--- src/hdl/trace_pkg.sv ---
// trace capture shared types: trace port width, lane modes and hit counter type
`default_nettype none

package trace_pkg;

   // physical trace port, one nibble per clock at most
   localparam int TRACE_PINS = 4;

   // bits taken from the port each cycle
   // code 3 is unused and behaves like LANES_4
   typedef enum logic [1:0] {
      LANES_1 = 2'd0,
      LANES_2 = 2'd1,
      LANES_4 = 2'd2
   } lane_mode_t;

   localparam int HIT_COUNT_WIDTH = 8;   // per-rule counter, saturating

   typedef logic [HIT_COUNT_WIDTH-1:0] hit_count_t;

endpackage

`default_nettype wire

--- src/hdl/match_if.sv ---
// match event bus from the pattern matcher to the trigger and the outputs
`timescale 1ns/1ps
`default_nettype none

interface match_if #(
   parameter int BUFFER_BITS     = 32,
   parameter int MATCH_RULES     = 4,
   parameter int TIMESTAMP_WIDTH = 16
);
   logic                       valid;       // one cycle per event
   logic [MATCH_RULES-1:0]     rules;       // which rules hit
   logic [BUFFER_BITS-1:0]     window;
   logic [TIMESTAMP_WIDTH-1:0] timestamp;

   modport source (output valid, rules, window, timestamp);
   modport sink   (input valid, rules, window, timestamp);
endinterface

`default_nettype wire

--- src/hdl/rule_bank_if.sv ---
// rule bank bus: per-rule pattern, mask, match enable and trigger enable
`timescale 1ns/1ps
`default_nettype none

interface rule_bank_if #(
   parameter int BUFFER_BITS = 32,
   parameter int MATCH_RULES = 4
);
   logic [BUFFER_BITS-1:0] pattern [MATCH_RULES];
   logic [BUFFER_BITS-1:0] mask    [MATCH_RULES];   // 1 = bit is compared
   logic [MATCH_RULES-1:0] rule_enable;
   logic [MATCH_RULES-1:0] trig_enable;

   modport bank    (output pattern, mask, rule_enable, trig_enable);
   modport matcher (input pattern, mask, rule_enable);
   modport trigger (input trig_enable);
endinterface

`default_nettype wire

--- src/hdl/pattern_matcher.sv ---
// pattern matcher: masked compare against all rules, event register, hit counters
`timescale 1ns/1ps
`default_nettype none

module pattern_matcher import trace_pkg::*; #(
   parameter int BUFFER_BITS     = 32,
   parameter int MATCH_RULES     = 4,
   parameter int TIMESTAMP_WIDTH = 16
) (
   input  logic                           trace_clk,
   input  logic                           reset,
   input  logic                           arm,
   input  logic [BUFFER_BITS-1:0]         window,
   input  logic                           window_valid,
   input  logic [TIMESTAMP_WIDTH-1:0]     window_time,
   rule_bank_if.matcher                   rules,
   match_if.source                        events,
   input  logic [$clog2(MATCH_RULES)-1:0] count_sel,
   output hit_count_t                     hit_count
);
   logic [MATCH_RULES-1:0] hit;
   hit_count_t             counts [MATCH_RULES];

   // all rules in parallel
   always_comb begin
      for (int i = 0; i < MATCH_RULES; i++) begin
         hit[i] = rules.rule_enable[i] &&
                  (((window ^ rules.pattern[i]) & rules.mask[i]) == '0);
      end
   end

   always_ff @(posedge trace_clk) begin
      if (reset) begin
         events.valid <= 1'b0;
         events.rules <= '0;
      end else begin
         // no event from a window seen on the arm cycle
         events.valid <= window_valid && (|hit) && !arm;
         events.rules <= window_valid ? hit : '0;
      end
   end

   always_ff @(posedge trace_clk) begin
      events.window    <= window;
      events.timestamp <= window_time;
   end

   always_ff @(posedge trace_clk) begin
      if (reset || arm) begin
         for (int i = 0; i < MATCH_RULES; i++) begin
            counts[i] <= '0;
         end
      end else if (window_valid) begin
         for (int i = 0; i < MATCH_RULES; i++) begin
            if (hit[i] && (counts[i] != '1))   // saturate at all ones
               counts[i] <= counts[i] + 1'b1;
         end
      end
   end

   assign hit_count = counts[count_sel];

endmodule

`default_nettype wire

--- src/hdl/rule_bank.sv ---
// rule bank: pattern, mask and enable storage, one rule written per strobe
`timescale 1ns/1ps
`default_nettype none

module rule_bank #(
   parameter int BUFFER_BITS = 32,
   parameter int MATCH_RULES = 4
) (
   input  logic                           trace_clk,
   input  logic                           reset,
   input  logic                           rule_wr,
   input  logic [$clog2(MATCH_RULES)-1:0] rule_index,
   input  logic [BUFFER_BITS-1:0]         rule_pattern,
   input  logic [BUFFER_BITS-1:0]         rule_mask,
   input  logic                           rule_on,
   input  logic                           rule_trig,
   rule_bank_if.bank                      rules
);

   // pattern and mask words
   always_ff @(posedge trace_clk) begin
      if (rule_wr) begin
         rules.pattern[rule_index] <= rule_pattern;
         rules.mask[rule_index]    <= rule_mask;
      end
   end

   // enables come up cleared so no rule hits before it is written
   always_ff @(posedge trace_clk) begin
      if (reset) begin
         rules.rule_enable <= '0;
         rules.trig_enable <= '0;
      end else if (rule_wr) begin
         rules.rule_enable[rule_index] <= rule_on;
         rules.trig_enable[rule_index] <= rule_trig;
      end
   end

endmodule

`default_nettype wire

--- src/hdl/trace_matcher_top.sv ---
// trace matcher top: sampler, rule bank, matcher and trigger on one trace clock
`timescale 1ns/1ps
`default_nettype none

module trace_matcher_top import trace_pkg::*; #(
   parameter int BUFFER_BITS      = 32,
   parameter int MATCH_RULES      = 4,
   parameter int TIMESTAMP_WIDTH  = 16,
   parameter int DELAY_WIDTH      = 12,
   parameter int PULSE_WIDTH_BITS = 8
) (
   input  logic                           trace_clk,
   input  logic                           reset,
   input  logic                           arm,
   input  logic [TRACE_PINS-1:0]          trace_data,
   input  lane_mode_t                     lane_mode,
   input  logic                           reverse_data,
   input  logic                           rule_wr,
   input  logic [$clog2(MATCH_RULES)-1:0] rule_index,
   input  logic [BUFFER_BITS-1:0]         rule_pattern,
   input  logic [BUFFER_BITS-1:0]         rule_mask,
   input  logic                           rule_on,
   input  logic                           rule_trig,
   input  logic [DELAY_WIDTH-1:0]         trigger_delay,
   input  logic [PULSE_WIDTH_BITS-1:0]    trigger_width,
   input  logic [$clog2(MATCH_RULES)-1:0] count_sel,
   output logic                           match_valid,
   output logic [MATCH_RULES-1:0]         match_rules,
   output logic [BUFFER_BITS-1:0]         match_window,
   output logic [TIMESTAMP_WIDTH-1:0]     match_time,
   output hit_count_t                     hit_count,
   output logic                           trig_out,
   output logic                           armed
);
   logic [BUFFER_BITS-1:0]     window;
   logic                       window_valid;
   logic [TIMESTAMP_WIDTH-1:0] window_time;

   rule_bank_if #(.BUFFER_BITS(BUFFER_BITS), .MATCH_RULES(MATCH_RULES)) rule_bus ();
   match_if #(
      .BUFFER_BITS     (BUFFER_BITS),
      .MATCH_RULES     (MATCH_RULES),
      .TIMESTAMP_WIDTH (TIMESTAMP_WIDTH)
   ) events ();

   trace_sampler #(.BUFFER_BITS(BUFFER_BITS), .TIMESTAMP_WIDTH(TIMESTAMP_WIDTH)) u_sampler (
      .trace_clk (trace_clk), .reset (reset), .arm (arm),
      .trace_data (trace_data), .lane_mode (lane_mode), .reverse_data (reverse_data),
      .window (window), .window_valid (window_valid), .window_time (window_time)
   );

   rule_bank #(.BUFFER_BITS(BUFFER_BITS), .MATCH_RULES(MATCH_RULES)) u_rule_bank (
      .trace_clk (trace_clk), .reset (reset), .rule_wr (rule_wr), .rule_index (rule_index),
      .rule_pattern (rule_pattern), .rule_mask (rule_mask),
      .rule_on (rule_on), .rule_trig (rule_trig), .rules (rule_bus)
   );

   pattern_matcher #(
      .BUFFER_BITS (BUFFER_BITS), .MATCH_RULES (MATCH_RULES),
      .TIMESTAMP_WIDTH (TIMESTAMP_WIDTH)
   ) u_matcher (
      .trace_clk (trace_clk), .reset (reset), .arm (arm),
      .window (window), .window_valid (window_valid), .window_time (window_time),
      .rules (rule_bus), .events (events), .count_sel (count_sel), .hit_count (hit_count)
   );

   trigger_pulser #(.DELAY_WIDTH(DELAY_WIDTH), .PULSE_WIDTH_BITS(PULSE_WIDTH_BITS)) u_trigger (
      .trace_clk (trace_clk), .reset (reset), .arm (arm),
      .rules (rule_bus), .events (events),
      .trigger_delay (trigger_delay), .trigger_width (trigger_width),
      .trig_out (trig_out), .armed (armed)
   );

   // event bus out to plain ports
   assign match_valid  = events.valid;
   assign match_rules  = events.rules;
   assign match_window = events.window;
   assign match_time   = events.timestamp;

endmodule

`default_nettype wire

--- src/hdl/trace_sampler.sv ---
// trace sampler: lane select, optional bit reversal, sliding window and timestamp
`timescale 1ns/1ps
`default_nettype none

module trace_sampler import trace_pkg::*; #(
   parameter int BUFFER_BITS     = 32,
   parameter int TIMESTAMP_WIDTH = 16
) (
   input  logic                       trace_clk,
   input  logic                       reset,
   input  logic                       arm,
   input  logic [TRACE_PINS-1:0]      trace_data,
   input  lane_mode_t                 lane_mode,
   input  logic                       reverse_data,
   output logic [BUFFER_BITS-1:0]     window,
   output logic                       window_valid,
   output logic [TIMESTAMP_WIDTH-1:0] window_time
);
   localparam int FILL_WIDTH = $clog2(BUFFER_BITS + 1) + 1;   // room for overshoot

   logic [2:0]                 lane_count;
   logic [TRACE_PINS-1:0]      lane_mask;
   logic [TRACE_PINS-1:0]      rev_data;
   logic [TRACE_PINS-1:0]      lane_bits;
   logic [FILL_WIDTH-1:0]      fill;
   logic [TIMESTAMP_WIDTH-1:0] stamp;

   always_comb begin
      case (lane_mode)
         LANES_1: begin
            lane_count = 3'd1;
            lane_mask  = TRACE_PINS'(1);
         end
         LANES_2: begin
            lane_count = 3'd2;
            lane_mask  = TRACE_PINS'(3);
         end
         default: begin   // LANES_4 and the spare code
            lane_count = 3'd4;
            lane_mask  = '1;
         end
      endcase
      for (int i = 0; i < TRACE_PINS; i++) begin
         rev_data[i] = trace_data[TRACE_PINS-1-i];
      end
      // reversed low k bits end up at the top of rev_data
      lane_bits = reverse_data ? (rev_data >> (TRACE_PINS - lane_count)) : trace_data;
      lane_bits = lane_bits & lane_mask;
   end

   always_ff @(posedge trace_clk) begin
      window      <= (window << lane_count) | BUFFER_BITS'(lane_bits);
      window_time <= stamp;   // cycle in which the newest bits were driven
   end

   always_ff @(posedge trace_clk) begin
      if (reset || arm) begin
         fill  <= '0;
         stamp <= '0;
      end else begin
         if (!window_valid)
            fill <= fill + FILL_WIDTH'(lane_count);
         stamp <= stamp + 1'b1;   // wraps
      end
   end

   assign window_valid = (fill >= FILL_WIDTH'(BUFFER_BITS));

endmodule

`default_nettype wire

--- src/hdl/trigger_pulser.sv ---
// trigger pulser: one delayed pulse of programmable width per arm
`timescale 1ns/1ps
`default_nettype none

module trigger_pulser #(
   parameter int DELAY_WIDTH      = 12,
   parameter int PULSE_WIDTH_BITS = 8
) (
   input  logic                        trace_clk,
   input  logic                        reset,
   input  logic                        arm,
   rule_bank_if.trigger                rules,
   match_if.sink                       events,
   input  logic [DELAY_WIDTH-1:0]      trigger_delay,
   input  logic [PULSE_WIDTH_BITS-1:0] trigger_width,
   output logic                        trig_out,
   output logic                        armed
);
   localparam int COUNT_WIDTH = (DELAY_WIDTH > PULSE_WIDTH_BITS) ? DELAY_WIDTH
                                                                 : PULSE_WIDTH_BITS;

   typedef enum logic [1:0] {IDLE, ARMED, DELAY, PULSE} state_t;

   state_t                 state;
   logic [COUNT_WIDTH-1:0] count;
   logic                   trig_match;

   assign trig_match = events.valid && (|(events.rules & rules.trig_enable));

   always_ff @(posedge trace_clk) begin
      if (reset) begin
         state <= IDLE;
         count <= '0;
      end else if (arm) begin
         state <= ARMED;
         count <= '0;
      end else begin
         case (state)
            ARMED: begin
               if (trig_match) begin
                  if (trigger_width == '0) begin
                     state <= IDLE;   // zero width, nothing to fire
                  end else if (trigger_delay == '0) begin
                     state <= PULSE;
                     count <= COUNT_WIDTH'(trigger_width) - 1'b1;
                  end else begin
                     state <= DELAY;
                     count <= COUNT_WIDTH'(trigger_delay) - 1'b1;
                  end
               end
            end
            DELAY: begin
               if (count != '0) begin
                  count <= count - 1'b1;
               end else if (trigger_width == '0) begin
                  state <= IDLE;
               end else begin
                  state <= PULSE;
                  count <= COUNT_WIDTH'(trigger_width) - 1'b1;
               end
            end
            PULSE: begin
               if (count == '0)
                  state <= IDLE;   // done until next arm
               else
                  count <= count - 1'b1;
            end
            default: state <= IDLE;
         endcase
      end
   end

   assign trig_out = (state == PULSE);
   assign armed    = (state != IDLE);

endmodule

`default_nettype wire

--- config.mk ---
export PLATFORM = sky130hd
export DESIGN_NAME = trace_matcher_top
export DESIGN_NICKNAME = d
export VERILOG_FILES = /design/src/hdl/trace_pkg.sv /design/src/hdl/match_if.sv /design/src/hdl/rule_bank_if.sv /design/src/hdl/pattern_matcher.sv /design/src/hdl/rule_bank.sv /design/src/hdl/trace_matcher_top.sv /design/src/hdl/trace_sampler.sv /design/src/hdl/trigger_pulser.sv
export SDC_FILE = /design/constraint.sdc
export NUM_CORES = 1
export LEC_CHECK = 0
export BUFFER_PORTS_ARGS = -buffer_cell sky130_fd_sc_hd__buf_4
export CORE_MARGIN = 1.5
export CORE_UTILIZATION = 45
export CTS_CLUSTER_DIAMETER = 120
export DETAILED_ROUTE_END_ITERATION = 7
export PLACE_DENSITY = 0.63
export RECOVER_POWER = 25
export SYNTH_ARGS = -nofsm -noshare
export SYNTH_HDL_FRONTEND = slang
export SYNTH_SLANG_ARGS = --single-unit
--- constraint.sdc ---
create_clock -name trace_clk -period 16.3 [get_ports trace_clk]
set_input_delay 1.63 -clock trace_clk [delete_from_list [all_inputs] [get_ports trace_clk]]
set_output_delay 1.63 -clock trace_clk [all_outputs]
set_load 0.1 [all_outputs]
==> results of run 1 <==
logic make-up after synthesis:
family	count (synthesis)	synth area share (%)
DFF	434	66.64
and+or+nand+nor	283	7.884
AOI/OAI and AO/OA	192	7.460
xor gates and xnor gates	184	9.266
buffers and inverters	93	2.093
muxes	79	5.151
adders and majority gates	20	1.482
other	1	0.02156
layout make-up:
type	instances	area [um2]
repair buffers	170	1134
clock buffers	65	1339
fillers	3225	17370
inverters	25	93.84
clock inverters	18	232.7
well taps	511	639.4
flip-flops and latches	434	11590
multi-input cells	760	5449
metrics by stage:
step | cells | total power, mW
after floorplan | 1287 | 1.679
after global placement | 1900 | 1.837
after detailed placement | 1900 | 1.841
after CTS | 1983 | 2.912
after global routing | 1983 | 2.984
final | 1983 | 2.883
state kept, by name, indices dropped and copies added, names as in the netlist:
| register | cells |
|---|---|
| u_sampler.window_time | 16 |
| u_rule_bank.rules.pattern | 128 |
| u_rule_bank.rules.rule_enable | 4 |
| u_rule_bank.rules.mask | 128 |
| u_trigger.state | 2 |
| u_sampler.window | 32 |
| u_matcher.counts | 32 |
| u_matcher.events.timestamp | 16 |
| u_rule_bank.rules.trig_enable | 4 |
| u_matcher.events.valid | 1 |
| u_matcher.events.rules | 4 |
| u_sampler.fill | 7 |
| u_trigger.count | 12 |
| u_sampler.stamp | 16 |
| u_matcher.events.window | 32 |
routing by layer:
layer | wire length, um | vias up | global-route usage, %
li1 | - | 5001 | -
met1 | 18270 | 5078 | 27.99
met2 | 19660 | 269 | 34.67
met3 | 1999 | 55 | 3.241
met4 | 830 | 0 | 5.737
met5 | 0 | - | 0
worst max-delay path: stages:
cell	delay, ps
buf_4	170
mux4_2	520
buf_4	250
where the power goes:
group | switching [mW] | internal, mW
registers | 0.104 | 1.26
clock network | 0.432 | 0.640
logic | 0.311 | 0.141
cell usage after synthesis, drive strengths merged (3+ instances only):
| library cell | number | area share (%) |
|---|---|---|
| a21o | 3 | 0.14 |
| a21oi | 50 | 1.5 |
| a221oi | 7 | 0.46 |
| a222oi | 4 | 0.23 |
| a22o | 5 | 0.25 |
| a22oi | 52 | 2.2 |
| a31o | 3 | 0.15 |
| a32o | 3 | 0.17 |
| and2 | 3 | 0.11 |
| and3 | 8 | 0.29 |
| buf | 14 | 0.38 |
| clkbuf | 54 | 1.2 |
| dfxtp | 144 | 17 |
| edfxtp | 290 | 50 |
| ha | 19 | 1.4 |
| inv | 25 | 0.54 |
| mux2 | 4 | 0.26 |
| mux2i | 67 | 3.9 |
| mux4 | 8 | 1.0 |
| nand2 | 47 | 1.0 |
| nand3 | 32 | 0.92 |
| nand3b | 5 | 0.22 |
| nand4 | 16 | 0.58 |
| nor2 | 117 | 2.5 |
| nor2b | 4 | 0.14 |
| nor3 | 16 | 0.46 |
| nor4 | 3 | 0.14 |
| o211ai | 8 | 0.35 |
| o21ai | 35 | 1.0 |
| o22ai | 6 | 0.22 |
| or2 | 3 | 0.11 |
| or3 | 10 | 0.36 |
| or4 | 10 | 0.45 |
| or4b | 3 | 0.19 |
| xnor2 | 26 | 1.3 |
| xor2 | 158 | 8.0 |
worst max-delay path by stage:
stage / to / cells after the start / start / slack, ps
final: hit_count[5] / 3 / count_sel[0] / 12090
after floorplan: u_rule_bank.rules.rule_enable[0]$_SDFFE_PP0P_ / 3 / rule_index[0] / 9120
after global routing: hit_count[0] / 3 / count_sel[0] / 12050
after detailed placement: u_sampler.fill[4]$_SDFFE_PP0P_ / 9 / lane_mode[1] / 11760
after global placement: u_sampler.fill[4]$_SDFFE_PP0P_ / 9 / lane_mode[1] / 11820
after CTS: hit_count[5] / 3 / count_sel[0] / 12080
==> metrics.txt, run 1 <==
remaining routing DRC violations 0; number of buffer cells added on primary ports 163; area of the mapped netlist 17390 um2; headroom to the max-slew limit 18.03%; Synth Flop Type edfxtp_1; unique cell type count in the Yosys netlist 66; post-cts repair resize count 0; startpoint of the most critical hold path u_sampler.window_time[7]$_DFF_P_; first-pass GRT wire length 61.15 mm; critical path peak fanout 8; final standard cell utilization of the core 54.11%; minimum setup slack among reg-to-reg paths 12680 ps; # rows 71; final net count 1557; clock tree buffer depth 3; kind of path behind the tightest hold check reg -> reg; clock latency reported for the late side of the worst-skew pair 580 ps; peak supply drop 0.08915 mV; TritonCTS clock tree built; initial antenna violation count 0; Top-Level Pins 164; sum of negative setup slack 0 ps; FF-to-FF Start u_sampler.window[31]$_DFFE_PP_; final critical path time including I/O delays and setup 4208 ps; most frequent cells in the layout 290 x edfxtp_1, 158 x xor2_1, 144 x dfxtp_1; global routing usage summed across all routing layers 20.72%; Antenna Nets Post-Route 0; cell depth of the worst flop-to-flop path 5; clock buffer count from CTS 45; post-detailed-routing wire length 40.77 mm; Synth warnings 0; fraction of layout instances using a drive strength above 1 16.17%; clock slew at the register clock pins of the worst setup and hold paths 60 ps; total vias in the final route 10400; post-route worst setup slack 12090 ps; sequential element share of the synthesized area 66.64%; Layout area overhead 17.74%; vias in the first global route 10280; final setup skew 14.40 ps; DRT Pass-1 Iters 5; instance count of the mapped netlist 1286; effective utilization at floorplan 45.96%; setup repair after global routing missed its margin false; total non-filler cell area in the finished layout 20480 um2; area of the die 39840 um2; ratio of final minimum period to clock period 25.82%; count of max-cap constraint violations 0; smallest hold slack 326.0 ps; crit path kind in -> out; number of levels the H-tree was split into 2; final hold violation count 0; Detailed Route Iter0 Violations 761; cell at the root of the clock tree clkbuf_16; endpoint type of the worst setup path output pin; Seq cells post-synth 434; status finished clean; Final Max Tran Viols 0; depth of the worst hold-timing path 0; total leakage power 7.735 nW; DP Wirelength 28.40 mm; Synth Area per Inst 13.52 um2; worst hold endpoint u_matcher.events.timestamp[7]$_DFF_P_; Avg Vias per Cell 5.246; Core ar. 37840 um2; commonest non-fill, non-tap cell in the layout edfxtp_1; GP Congestion 0.8286; aggregate global routing overflow 0; arrival time at the worst endpoint 2580 ps; maximum number of pins on one net before global-route repair 67; pin slew with the least headroom to its limit 1219 ps; Setup Fix Bufs, Post-CTS 0; Achievable Freq 0.2377 GHz; number of enable-type register cells in the synthesized netlist 290; Power Density 140.8 nW/um2; width of the die 199.6 um; die height 199.6 um; critical path data required time 14670 ps; worst setup timing slack at the placement stage 11760 ps; reg-to-reg critical path endpoint u_matcher.counts[3][0]$_SDFFCE_PN0P_; count of clock tree sinks 434; cts hold-fix bufs 0; final setup fails 0; average detailed-routed wire length per instance 20.56 um; post-synthesis async set-or-reset flop share 0%; Placed Area 19050 um2; startpoint type of the worst setup path primary input; diodes inserted 0
(Power assumes the default switching activity.)
==> run 2: changes to the inputs <==
==> constraint.sdc (replaced) <==
create_clock -name trace_clk -period 3.9 [get_ports trace_clk]
set_input_delay 0.39 -clock trace_clk [delete_from_list [all_inputs] [get_ports trace_clk]]
set_output_delay 0.39 -clock trace_clk [all_outputs]
set_load 0.1 [all_outputs]
==> run 2 against run 1 <==
Critical path depth is 4 higher. First-iteration DRC count is 10% lower. Worst setup slack worse by 11000 ps. Die area stayed put. Clock skew is 1.8 ps higher. Final area is 0.50% higher. Clock-buffer cell count is 2 higher. Cell count is 0.76% higher. Core utilization is 0.27 points higher. Sequential cell count stayed put.
==> metrics.txt, run 2 (synthesis results as in run 1) <==
cell depth of the worst flop-to-flop path 7; worst hold endpoint u_rule_bank.rules.pattern[14]$_DFFE_PP_; count of max-cap constraint violations 0; clock latency reported for the late side of the worst-skew pair 580 ps; layout filler cell count 3175; remaining routing DRC violations 0; minimum setup slack among reg-to-reg paths 870 ps; final net count 1571; clock buffer count from CTS 46; setup repair after global routing missed its margin false; Layout area overhead 18.33%; vias in the first global route 10550; Top-Level Pins 164; total vias in the final route 10790; TritonCTS clock tree built; commonest non-fill, non-tap cell in the layout edfxtp_1; critical path data required time 4320 ps; worst setup timing slack at the placement stage 948.1 ps; die height 199.6 um; Core ar. 37840 um2; Setup Fix Bufs, Post-CTS 0; GP Congestion 0.8771; Final Max Tran Viols 0; total leakage power 7.772 nW; most frequent cells in the layout 290 x edfxtp_1, 158 x xor2_1, 144 x dfxtp_1; area of the die 39840 um2; crit path kind reg -> reg; arrival time at the worst endpoint 3450 ps; first-pass GRT wire length 64.04 mm; critical path startpoint u_sampler.window[20]$_DFF_P_; clock tree buffer depth 3; width of the die 199.6 um; diodes inserted 0; biggest regs u_rule_bank.rules.mask x128, u_rule_bank.rules.pattern x128; reg-to-reg critical path endpoint u_matcher.counts[1][6]$_SDFFCE_PN0P_; depth of the worst hold-timing path 1; DRT Pass-1 Iters 5; pin slew with the least headroom to its limit 1110 ps; sum of negative setup slack 0 ps; post-detailed-routing wire length 43.31 mm; startpoint of the most critical hold path rule_pattern[14]; maximum number of pins on one net before global-route repair 63; Avg Vias per Cell 5.399; DP Wirelength 31.11 mm; Power Density 596.3 nW/um2; clock slew at the register clock pins of the worst setup and hold paths 60 ps; fraction of layout instances using a drive strength above 1 15.74%; cell at the root of the clock tree clkbuf_16; count of clock tree sinks 434; headroom to the max-slew limit 25.71%; endpoint type of the worst setup path flip-flop; peak supply drop 0.4033 mV; critical path peak fanout 8; final critical path time including I/O delays and setup 3029 ps; final setup fails 0; number of levels the H-tree was split into 2; # rows 71; initial antenna violation count 0; Antenna Nets Post-Route 0; Detailed Route Iter0 Violations 682; number of buffer cells added on primary ports 163; aggregate global routing overflow 0; final setup skew 16.18 ps; FF-to-FF Start u_sampler.window[20]$_DFF_P_; final hold violation count 0; startpoint type of the worst setup path flip-flop; Achievable Freq 0.3301 GHz; ratio of final minimum period to clock period 77.68%; effective utilization at floorplan 45.96%; global routing usage summed across all routing layers 21.91%; post-route worst setup slack 870.5 ps; status finished clean; average detailed-routed wire length per instance 21.68 um; kind of path behind the tightest hold check in -> reg
run 2: stage by stage:
step	hold WS [ps]	power [mW]	util, %	cell area, um2	cells
global placement	309.9	7.732	50.59	19150	1912
floorplan	309.6	7.015	-	17400	1287
global route	42.85	12.67	54.38	20580	1998
CTS	2.231	12.39	54.91	20780	1998
finish	50.11	12.27	54.38	20580	1998
detailed placement	313.2	7.742	50.59	19150	1912
run 2: repair_timing:
item | CTS | global route
hold buffers | 1 | 0
resized for setup | 0 | 0
endpoints found under the hold margin | 2 | 0
run 2: layout make-up:
cell class,count,area (um2),share of cell area (%)
inverters,25,93.84,0.4560
repair buffers,183,1177,5.721
multi-input cells,760,5455,26.51
flip-flops and latches,434,11590,56.32
well taps,511,639.4,3.107
clock inverters,18,302.8,1.471
clock buffers,67,1321,6.420
run 2: where the power goes:
part           total, mW  switching [mW]  internal, mW  leakage [nW]
Combinational       1.96            1.36         0.597          3.07
Sequential          5.67           0.420          5.25          3.91
Clock               4.65            1.76          2.88         0.792
run 2: metal layers:
metal,global-route usage (%),routed length [um],vias to the layer above
met5,0,0,-
met4,5.402,742,0
met3,4.017,2463,47
met2,36.97,21140,321
met1,29.20,18970,5388
li1,-,-,5031
run 2: worst max-delay path by stage:
stage | to | slack [ps] | depth (start not counted)
final | u_matcher.counts[1][6]$_SDFFCE_PN0P_ | 870 | 7
after detailed placement | u_matcher.counts[1][3]$_SDFFCE_PN0P_ | 950 | 7
after floorplan | u_rule_bank.rules.rule_enable[0]$_SDFFE_PP0P_ | 370 | 3
after global routing | u_matcher.counts[1][6]$_SDFFCE_PN0P_ | 760 | 7
after global placement | u_matcher.counts[2][3]$_SDFFCE_PN0P_ | 990 | 6
after CTS | u_matcher.counts[1][6]$_SDFFCE_PN0P_ | 880 | 7
run 2: critical path: stages (launching register included):
cell,delay [ps]
dfxtp_1,760
xor2_1,150
a22o_1,270
a221oi_2,230
nand4_1,130
or4_1,690
or3_1,490
nor2_1,160
==> run 3: changes to the inputs <==
==> constraint.sdc (replaced) <==
create_clock -name trace_clk -period 3 [get_ports trace_clk]
set_input_delay 0.3 -clock trace_clk [delete_from_list [all_inputs] [get_ports trace_clk]]
set_output_delay 0.3 -clock trace_clk [all_outputs]
set_load 0.1 [all_outputs]
==> run 3 against run 2 <==
Final area grew 3.4%. Clock power grew 15%. Clock skew shrank 2.6 ps. Critical endpoint is now u_matcher.counts[2][6]$_SDFFCE_PN0P_. Largest power group unchanged.
==> metrics.txt, run 3 (synthesis results as in run 1) <==
total non-filler cell area in the finished layout 21280 um2; startpoint type of the worst setup path flip-flop; effective utilization at floorplan 45.96%; remaining routing DRC violations 0; maximum number of pins on one net before global-route repair 67; status finished clean; final critical path time including I/O delays and setup 2797 ps; smallest hold slack 37.42 ps; clock latency reported for the late side of the worst-skew pair 560 ps; final net count 1657; routing usage on met1 29.17%; Achievable Freq 0.3575 GHz; Layout area overhead 22.36%; Avg Vias per Cell 5.200; post-route worst setup slack 202.9 ps; headroom to the max-slew limit 41.59%; initial antenna violation count 0; die height 199.6 um; critical path peak fanout 8; vias in the first global route 10920; final standard cell utilization of the core 56.24%; commonest non-fill, non-tap cell in the layout edfxtp_1; final hold violation count 0; DRT Pass-1 Iters 5; crit path kind reg -> reg; ratio of final minimum period to clock period 93.24%; clock buffer count from CTS 43; kind of path behind the tightest hold check in -> reg; post-detailed-routing wire length 43.08 mm; endpoint type of the worst setup path flip-flop; final setup skew 13.55 ps; biggest regs u_rule_bank.rules.mask x128, u_rule_bank.rules.pattern x128; met2 routing resource usage after global routing 37.78%; first-pass GRT wire length 64.95 mm; Placed Instances 1935; aggregate global routing overflow 0; worst setup timing slack at the placement stage 146.7 ps; peak supply drop 0.4757 mV; Final Max Tran Viols 0; final setup fails 0; setup repair after global routing missed its margin false; Power Density 725.5 nW/um2; Antenna Nets Post-Route 0; Placed Area 19370 um2; DP Wirelength 31.08 mm; fraction of layout instances using a drive strength above 1 16.45%; clock tree buffer depth 3; pin slew with the least headroom to its limit 872.9 ps; most frequent cells in the layout 290 x edfxtp_1, 158 x xor2_1, 154 x buf_4; FF-to-FF Start u_sampler.window[31]$_DFFE_PP_; sum of negative setup slack 0 ps; power after layout 15.44 mW; cell at the root of the clock tree clkbuf_16; startpoint of the most critical hold path reset; clock slew at the register clock pins of the worst setup and hold paths 60 ps; critical path data required time 3420 ps; average detailed-routed wire length per instance 20.71 um; global routing usage summed across all routing layers 22.13%; Layout Cells excl Fill 2080; GP Congestion 0.8593; Top-Level Pins 164; area of the die 39840 um2; Core ar. 37840 um2; # rows 71; layout filler cell count 3171; total vias in the final route 10820; number of buffer cells added on primary ports 163; number of levels the H-tree was split into 2; critical path startpoint u_sampler.window[31]$_DFFE_PP_; count of clock tree sinks 434; arrival time at the worst endpoint 3210 ps; TritonCTS clock tree built; width of the die 199.6 um; count of max-cap constraint violations 0; global routing's busiest layer met2; Detailed Route Iter0 Violations 761; total leakage power 8.108 nW; met3 Track Usage GR 3.392%
[run 3: report_power, final]
| group | switching, mW | internal [mW] | leakage (nW) |
|---|---|---|---|
| Combinational | 1.89 | 0.916 | 3.50 |
| Sequential | 0.459 | 6.82 | 3.91 |
| Clock | 2.22 | 3.14 | 0.703 |
| Total | 4.56 | 10.9 | 8.11 |
[run 3: critical path: stages (launching register included)]
cell	delay [ps]
edfxtp_1	550
xor2_1	210
a222oi_1	460
nand4_1	160
or4_1	700
or3_4	440
nor2_1	140
[run 3: area by class of cell]
cell class,instances,area (um2),area share (%)
Antenna cell,1,2.502,0.01176
Clock buffer,61,1279,6.009
Clock inverter,16,132.6,0.6232
Inverter,25,93.84,0.4409
Multi-Input combinational cell,760,5460,25.66
Sequential cell,434,11590,54.47
Tap cell,511,639.4,3.004
Timing Repair Buffer,272,2083,9.789
[run 3: final timing paths]
path	end	cells past startpoint	slack (ps)
setup / recovery	u_matcher.counts[2][6]$_SDFFCE_PN0P_	6	200
hold / removal	u_trigger.state[0]$_SDFFE_PP0P_	2	40
setup reg to reg	u_matcher.counts[2][6]$_SDFFCE_PN0P_	6	200
hold reg to reg	u_matcher.events.timestamp[10]$_DFF_P_	0	330
[run 3: what timing repair did]
| action | 4_1_cts | 5_1_grt |
|---|---|---|
| hold buffers | 67 | 0 |
| endpoints found under the hold margin | 261 | 0 |
| setup endpoints to repair | 0 | 1 |
| resized for setup | 0 | 1 |
| buffers inserted | 0 | 0 |
[run 3: routing by layer]
layer  share of wire [%]  vias to the layer above
met3                 5.3                       51
met5                   0                        -
met1                  43                     5264
li1                    -                     5198
met4                 1.9                        0
met2                  50                      302
